$ cat src/common/mem_geom_pkg.sv
package mem_geom_pkg;

  // default geometry, the top level hands these down as parameters
  parameter int DEF_WIDTH   = 16;
  parameter int DEF_NUMVBNK = 4;
  parameter int DEF_NUMVROW = 16;

  // logical bank lives in the low address bits
  function automatic logic [31:0] bank_of(input logic [31:0] adr, input int unsigned bitvbnk);
    logic [31:0] mask;
    mask = (32'd1 << bitvbnk) - 32'd1;
    return adr & mask;
  endfunction

  // row is whatever sits above the bank field
  function automatic logic [31:0] row_of(input logic [31:0] adr, input int unsigned bitvbnk);
    return adr >> bitvbnk;
  endfunction

endpackage

$ cat src/common/remap_pkg.sv
package remap_pkg;

  // one spare physical bank on top of the logical ones
  parameter int NUMSPARE = 1;

  // cycles from bank read enable to data on the bank output
  parameter int BANK_DELAY = 1;

endpackage

$ cat src/design/remap/remap_table.sv
module remap_table #(
  parameter int WIDTH   = mem_geom_pkg::DEF_WIDTH,
  parameter int NUMVBNK = mem_geom_pkg::DEF_NUMVBNK,
  parameter int NUMVROW = mem_geom_pkg::DEF_NUMVROW,
  parameter int BITADDR = $clog2(NUMVBNK * NUMVROW),
  localparam int NUMPBNK = NUMVBNK + remap_pkg::NUMSPARE,
  localparam int BITPBNK = $clog2(NUMPBNK),
  localparam int BITVROW = $clog2(NUMVROW)
) (
  input  logic                       clk,
  input  logic                       rst,
  input  logic                       read,
  input  logic [BITADDR-1:0]         rd_adr,
  input  logic                       write,
  input  logic [BITADDR-1:0]         wr_adr,
  input  logic [WIDTH-1:0]           din,
  output logic [NUMPBNK-1:0]         bank_en,
  output logic [NUMPBNK-1:0]         bank_we,
  output logic [NUMPBNK*BITVROW-1:0] bank_row,
  output logic [WIDTH-1:0]           wr_data,
  output logic [BITPBNK-1:0]         rd_pbank,
  output logic                       rd_take
);

  import mem_geom_pkg::*;

  localparam int BITVBNK = $clog2(NUMVBNK);

  // per row: where each logical bank sits, and which physical bank is unused
  logic [BITPBNK-1:0] map_q  [NUMVROW][NUMVBNK];
  logic [BITPBNK-1:0] free_q [NUMVROW];

  logic [BITVROW-1:0] rd_row;
  logic [BITVBNK-1:0] rd_bank;
  logic [BITVROW-1:0] wr_row;
  logic [BITVBNK-1:0] wr_bank;

  logic [BITPBNK-1:0] wr_home;
  logic [BITPBNK-1:0] wr_pbank;
  logic               conflict;

  assign rd_row  = BITVROW'(row_of(32'(rd_adr), BITVBNK));
  assign rd_bank = BITVBNK'(bank_of(32'(rd_adr), BITVBNK));
  assign wr_row  = BITVROW'(row_of(32'(wr_adr), BITVBNK));
  assign wr_bank = BITVBNK'(bank_of(32'(wr_adr), BITVBNK));

  // lookups use the map as it stands before this edge
  assign rd_pbank = map_q[rd_row][rd_bank];
  assign wr_home  = map_q[wr_row][wr_bank];

  // same physical bank for both ports, push the write to the free bank
  assign conflict = read && write && (rd_pbank == wr_home);
  assign wr_pbank = conflict ? free_q[wr_row] : wr_home;

  assign wr_data = din;
  assign rd_take = read;

  always_comb begin
    logic rd_hit;
    logic wr_hit;
    bank_en  = '0;
    bank_we  = '0;
    bank_row = '0;
    for (int p = 0; p < NUMPBNK; p++) begin
      rd_hit = read && (rd_pbank == BITPBNK'(p));
      wr_hit = write && (wr_pbank == BITPBNK'(p));
      bank_en[p] = rd_hit || wr_hit;
      bank_we[p] = wr_hit;
      // the two ports never land on one bank, so this choice is unambiguous
      bank_row[p*BITVROW +: BITVROW] = wr_hit ? wr_row : rd_row;
    end
  end

  always_ff @(posedge clk) begin
    if (rst) begin
      for (int r = 0; r < NUMVROW; r++) begin
        for (int b = 0; b < NUMVBNK; b++) begin
          map_q[r][b] <= BITPBNK'(b);
        end
        free_q[r] <= BITPBNK'(NUMVBNK);
      end
    end else if (conflict) begin
      // steered word takes the free bank, its old home becomes free
      map_q[wr_row][wr_bank] <= free_q[wr_row];
      free_q[wr_row]         <= wr_home;
    end
  end

endmodule

$ cat src/design/sram_bank.sv
module sram_bank #(
  parameter int WIDTH   = mem_geom_pkg::DEF_WIDTH,
  parameter int NUMVROW = mem_geom_pkg::DEF_NUMVROW,
  localparam int BITVROW = $clog2(NUMVROW)
) (
  input  logic               clk,
  input  logic               en,
  input  logic               we,
  input  logic [BITVROW-1:0] row,
  input  logic [WIDTH-1:0]   wdata,
  output logic [WIDTH-1:0]   rdata
);

  logic [WIDTH-1:0] mem [NUMVROW];

  // single port, either a write or a read in a cycle
  always_ff @(posedge clk) begin
    if (en) begin
      if (we) begin
        mem[row] <= wdata;
      end else begin
        rdata <= mem[row];
      end
    end
  end

endmodule

$ cat src/design/read_select.sv
module read_select #(
  parameter int WIDTH   = mem_geom_pkg::DEF_WIDTH,
  parameter int NUMVBNK = mem_geom_pkg::DEF_NUMVBNK,
  localparam int NUMPBNK = NUMVBNK + remap_pkg::NUMSPARE,
  localparam int BITPBNK = $clog2(NUMPBNK)
) (
  input  logic                     clk,
  input  logic                     rst,
  input  logic                     rd_take,
  input  logic [BITPBNK-1:0]       rd_pbank,
  input  logic [NUMPBNK*WIDTH-1:0] bank_dout,
  output logic                     rd_vld,
  output logic [WIDTH-1:0]         rd_dout
);

  import remap_pkg::*;

  // delay line matching the bank read latency
  logic [BANK_DELAY-1:0] take_pipe;
  logic [BITPBNK-1:0]    pbank_pipe [BANK_DELAY];

  always_ff @(posedge clk) begin
    if (rst) begin
      take_pipe <= '0;
    end else begin
      take_pipe[0] <= rd_take;
      for (int i = 1; i < BANK_DELAY; i++) begin
        take_pipe[i] <= take_pipe[i-1];
      end
    end
  end

  always_ff @(posedge clk) begin
    pbank_pipe[0] <= rd_pbank;
    for (int i = 1; i < BANK_DELAY; i++) begin
      pbank_pipe[i] <= pbank_pipe[i-1];
    end
  end

  assign rd_vld  = take_pipe[BANK_DELAY-1];
  assign rd_dout = bank_dout[pbank_pipe[BANK_DELAY-1]*WIDTH +: WIDTH];

endmodule

$ cat src/design/remap_mem_top.sv
module remap_mem_top #(
  parameter int WIDTH   = mem_geom_pkg::DEF_WIDTH,
  parameter int NUMVBNK = mem_geom_pkg::DEF_NUMVBNK,
  parameter int NUMVROW = mem_geom_pkg::DEF_NUMVROW,
  parameter int BITADDR = $clog2(mem_geom_pkg::DEF_NUMVBNK * mem_geom_pkg::DEF_NUMVROW)
) (
  input  logic               clk,
  input  logic               rst,
  input  logic               write,
  input  logic [BITADDR-1:0] wr_adr,
  input  logic [WIDTH-1:0]   din,
  input  logic               read,
  input  logic [BITADDR-1:0] rd_adr,
  output logic               rd_vld,
  output logic [WIDTH-1:0]   rd_dout
);

  import remap_pkg::*;

  localparam int NUMPBNK = NUMVBNK + NUMSPARE;
  localparam int BITPBNK = $clog2(NUMPBNK);
  localparam int BITVROW = $clog2(NUMVROW);

  logic [NUMPBNK-1:0]         bank_en;
  logic [NUMPBNK-1:0]         bank_we;
  logic [NUMPBNK*BITVROW-1:0] bank_row;
  logic [WIDTH-1:0]           wr_data;
  logic [NUMPBNK*WIDTH-1:0]   bank_dout;
  logic [BITPBNK-1:0]         rd_pbank;
  logic                       rd_take;

  remap_table #(
    .WIDTH   (WIDTH),
    .NUMVBNK (NUMVBNK),
    .NUMVROW (NUMVROW),
    .BITADDR (BITADDR)
  ) u_remap_table (
    .clk      (clk),
    .rst      (rst),
    .read     (read),
    .rd_adr   (rd_adr),
    .write    (write),
    .wr_adr   (wr_adr),
    .din      (din),
    .bank_en  (bank_en),
    .bank_we  (bank_we),
    .bank_row (bank_row),
    .wr_data  (wr_data),
    .rd_pbank (rd_pbank),
    .rd_take  (rd_take)
  );

  // logical banks plus the spare, all alike
  for (genvar p = 0; p < NUMPBNK; p++) begin : g_bank
    sram_bank #(
      .WIDTH   (WIDTH),
      .NUMVROW (NUMVROW)
    ) u_bank (
      .clk   (clk),
      .en    (bank_en[p]),
      .we    (bank_we[p]),
      .row   (bank_row[p*BITVROW +: BITVROW]),
      .wdata (wr_data),
      .rdata (bank_dout[p*WIDTH +: WIDTH])
    );
  end

  read_select #(
    .WIDTH   (WIDTH),
    .NUMVBNK (NUMVBNK)
  ) u_read_select (
    .clk       (clk),
    .rst       (rst),
    .rd_take   (rd_take),
    .rd_pbank  (rd_pbank),
    .bank_dout (bank_dout),
    .rd_vld    (rd_vld),
    .rd_dout   (rd_dout)
  );

endmodule

$ cat config.mk
export PLATFORM = sky130hd
export DESIGN_NAME = remap_mem_top
export DESIGN_NICKNAME = d
export VERILOG_FILES = /design/src/common/mem_geom_pkg.sv /design/src/common/remap_pkg.sv /design/src/design/remap/remap_table.sv /design/src/design/sram_bank.sv /design/src/design/read_select.sv /design/src/design/remap_mem_top.sv
export SDC_FILE = /design/constraint.sdc
export NUM_CORES = 2
export LEC_CHECK = 0
export ABC_AREA = 1
export BUFFER_PORTS_ARGS = -buffer_cell sky130_fd_sc_hd__buf_4
export CAP_MARGIN = 15
export CORE_ASPECT_RATIO = 1.25
export CORE_UTILIZATION = 64
export CTS_CLUSTER_DIAMETER = 40
export DETAILED_ROUTE_END_ITERATION = 16
export PLACE_DENSITY = 0.77
export SLEW_MARGIN = 0
export SYNTH_ARGS = -nofsm -noshare
export SYNTH_HDL_FRONTEND = slang
export SYNTH_HIERARCHICAL = 1
export SYNTH_SLANG_ARGS = --single-unit
export TNS_END_PERCENT = 100
$ cat constraint.sdc
create_clock -name clk -period 5.6 [get_ports clk]
set_input_delay 0.28 -clock clk [delete_from_list [all_inputs] [get_ports clk]]
set_output_delay 0.28 -clock clk [all_outputs]
set_load 0.005 [all_outputs]
==> out/metrics.yaml <==
outcome: "finished, final reports clean"
power_leakage_nw: 33.8
min_period_ns: 4.65
clkPwrFrac: 0.389
path_cells: "nand2_1 -> nand2_1 -> nand2_1 -> nand3_1 -> nand2_1 -> nand2_1 -> nor2_1 -> nor2_1 -> nor2_1 -> nand2_1 -> nand3_1 -> nand2_1 -> nor2_4 -> nand2_4 -> nand2_1 -> nand2_1 -> nor2_1 -> nand2_1 -> nand2_1 -> nand2_2 -> inv_2 -> nand3_1 -> nor2_1 -> buf_4"
mappedNetlistArea_sq_um: 72100
multi_input_area_sq_um: 20600
vias: 52032
antennaDiodeCount: 0
ys.flop_type: "edfxtp_1"
cpPeakStageDelay_ns: 0.44
cts_tree: "yes"
synth_edf_count: 1600
ys_warn_count: 6
dr.first_iter.drc_count: 6315
numPortBuffers: 48
powerDensity_nw_per_um2: 349
cts-root-buf: "clkbuf_16"
comb_power_share: 0.122
syn_nets: 7492
track_usage: 0.337
hold_class: "in -> reg"
hold_viol: 0
fmax_mhz: 215
routabilityCongestion: 0.986
setup_tns_ns: 0
grt_overflow: 0
grt_pass1_wl_um: 288000
finClkSkew_ns: 0.0317
syn_to_final_growth_pct: 9.70
antenna_found_initial: 2
synth.avg_cell_area_sq_um: 9.67
yosysSeqAreaShare: 0.667
fin_crit_sh: 0.829
crit_top_cell: "nand2_1"
synth.top_cell.area_share: 0.666
insertion_delay_ns: 0.82
swShare: 0.267
ff_latch_area_sq_um: 48100
start_util: 0.646
drv_cap: 0
post-route-cell-area_sq_um: 79100
wl_per_cell_um: 21.0
setup_viol: 0
post-cts-setup-buffers: 0
clk_pin_slew_worst_paths_ns: 0.06
reg2reg_depth: 24
final_layout_size_suffix_gt1_frac: 0.0800
crit_path_start_kind: "register"
yosysTopAreaCell: "edfxtp_1"
drc: 0
synth.distinct_cells: 27
critPathRequiredTime_ns: 6.08
tightest_slew_ns: 1.22
clockBufferDepth: 3
die-area_sq_um: 114000
rsz0062_at_grt: "no"
io_pins: 49
syn_inst: 7460
irDropWorstVdd_v: 0.000343
critPathMaxFanout: 19
slew_headroom: 0.187
placed_cell_area_sq_um: 73700
crit_cells: 24
p_switching_mw: 7.37
fill_cells: 8022
internal_power_mw: 20.2
dieWidth_um: 302
vias_per_cell: 5.72
cp-end-kind: "register"
drt_wl_total_um: 191000
place.detailed.hpwl_um: 115000
worstReg2RegStart: "u_remap_table/map_q[4][0]"
whs_ns: 0.0677
cts-htree-levels: 4
synthTopCellsByArea: "edfxtp_1 67%, nand2_1 23%, nand3_1 2.1%"
dr.pass1.iters: 6
grt_max_degree: 131
sequentialPowerShare: 0.489
grt_pass1_vias: 49727
path_delay_family: "simple AND/OR/NAND/NOR gates"
die_y_um: 377
nets: 7535
hold_depth: 1
path_class: "reg -> reg"
postRouteAntennaNets: 0
cts_num_sinks: 1604
core_sq_um: 112000
ys_ff_latch: 1604
crit_start: "u_remap_table/map_q[4][0]"
arrival_ns: 5.13
cp_num_buf_inv: 2
cts_inserted_buffers: 167
r2r_setup_slack_ns: 0.95
min_from: "din[8]"
rows: 137
cpMaxStageDelayCell: "edfxtp_1"
postSynth.asyncResetShare: 0
drv_slew: 0
metal layers:
metal | GRT usage | routed length (um) | share of wire | vias up
li1 | - | - | - | 24060
met1 | 0.447 | 71100 | 0.37 | 24613
met2 | 0.543 | 91500 | 0.48 | 2843
met3 | 0.0495 | 18500 | 0.097 | 516
met4 | 0.176 | 10000 | 0.052 | 0
met5 | 0 | 0 | 0 | -
cells in the mapped netlist, types with 8 or more instances:
library cell	number
a21oi_1	10
a22oi_1	24
buf_1	8
buf_2	187
buf_4	41
buf_6	69
clkbuf_1	77
edfxtp_1	1600
inv_1	238
inv_2	37
nand2_1	4488
nand2_2	10
nand3_1	297
nor2_1	272
nor2_2	20
nor2_8	18
o21ai_0	12
o21ai_1	18
placed cells by master (no fill, tap or decap), drive strengths merged:
master,n
nand3,297
a22oi,24
inv,298
dfxtp,4
nand2,4505
nand4,6
edfxtp,1600
a21oi,10
dlygate4sd3,15
nor3,1
nor2,313
clkinv,77
o21ai,30
buf,246
clkinvlp,12
clkbuf,195
bufinv,9
flip-flops by register name, summed over array words and instances, names as in the netlist:
name and count:
g_bank.u_bank/rdata 80, u_read_select/pbank_pipe 3, u_remap_table/map_q 192, u_read_select/rd_vld 1
u_remap_table/free_q 48, g_bank.u_bank/mem 1280
cell type report:
type,instances,share of cell area
clock buffers,195,0.0542
clock inverters,113,0.0130
inverters,283,0.0136
flip-flops and latches,1604,0.608
multi-input cells,5186,0.260
repair buffers,261,0.0281
well taps,1459,0.0231
worst register-to-register path: stages, from the launching register on:
cell and delay (ns):
edfxtp_1 0.44, nand2_1 0.10, nand2_1 0.05, nand2_1 0.05
nand3_1 0.07, nand2_1 0.06, nand2_1 0.06, nor2_1 0.13
nor2_1 0.06, nor2_1 0.30, nand2_1 0.17, nand3_1 0.10
nand2_1 0.09, nor2_4 0.19, nand2_4 0.13, nand2_1 0.08
nand2_1 0.10, nor2_1 0.34, nand2_1 0.27, nand2_1 0.13
nand2_2 0.07, inv_2 0.29, nand3_1 0.32, nor2_1 0.39
buf_4 0.32
worst paths after layout:
check                                                    to
worst max-delay path            g_bank[4].u_bank/mem[13][0]
worst min-delay path            g_bank[0].u_bank/mem[11][8]
worst max register to register  g_bank[4].u_bank/mem[13][0]
worst min register to register    g_bank[1].u_bank/rdata[3]
power by group through the flow:
| stage | Sequential [mW] | Clock, mW | Combinational (mW) |
|---|---|---|---|
| final | 13.5 | 10.7 | 3.38 |
| after global routing | 13.5 | 11.2 | 3.67 |
| after CTS | 13.5 | 10.8 | 3.32 |
| after detailed placement | 13.7 | 0 | 3.28 |
| after global placement | 13.7 | 0 | 3.23 |
| after floorplan | 13.7 | 0 | 2.25 |
stage by stage:
stage	total power [mW]	std cells	setup slack [ns]	utilization
floorplan	15.9	7460	1.53	-
global placement	17.0	8778	0.601	0.660
detailed placement	17.0	8778	0.409	0.660
global route	28.4	9101	0.707	0.709
finish	27.6	9101	0.955	0.709
CTS	27.6	9101	1.17	0.709
kinds of logic after synthesis:
| logic type | count (synthesis) | synth area share |
|---|---|---|
| simple gates | 5122 | 0.279 |
| flops | 1604 | 0.667 |
| buf+inv | 670 | 0.0484 |
| compound gates | 64 | 0.00527 |
what timing repair did:
item	in CTS	in global routing
hold endpoints to repair	209	0
gates resized for setup	0	0
setup endpoints to repair	0	0
hold buffers	15	0
No activity file was read; power rests on OpenSTA's default activity.
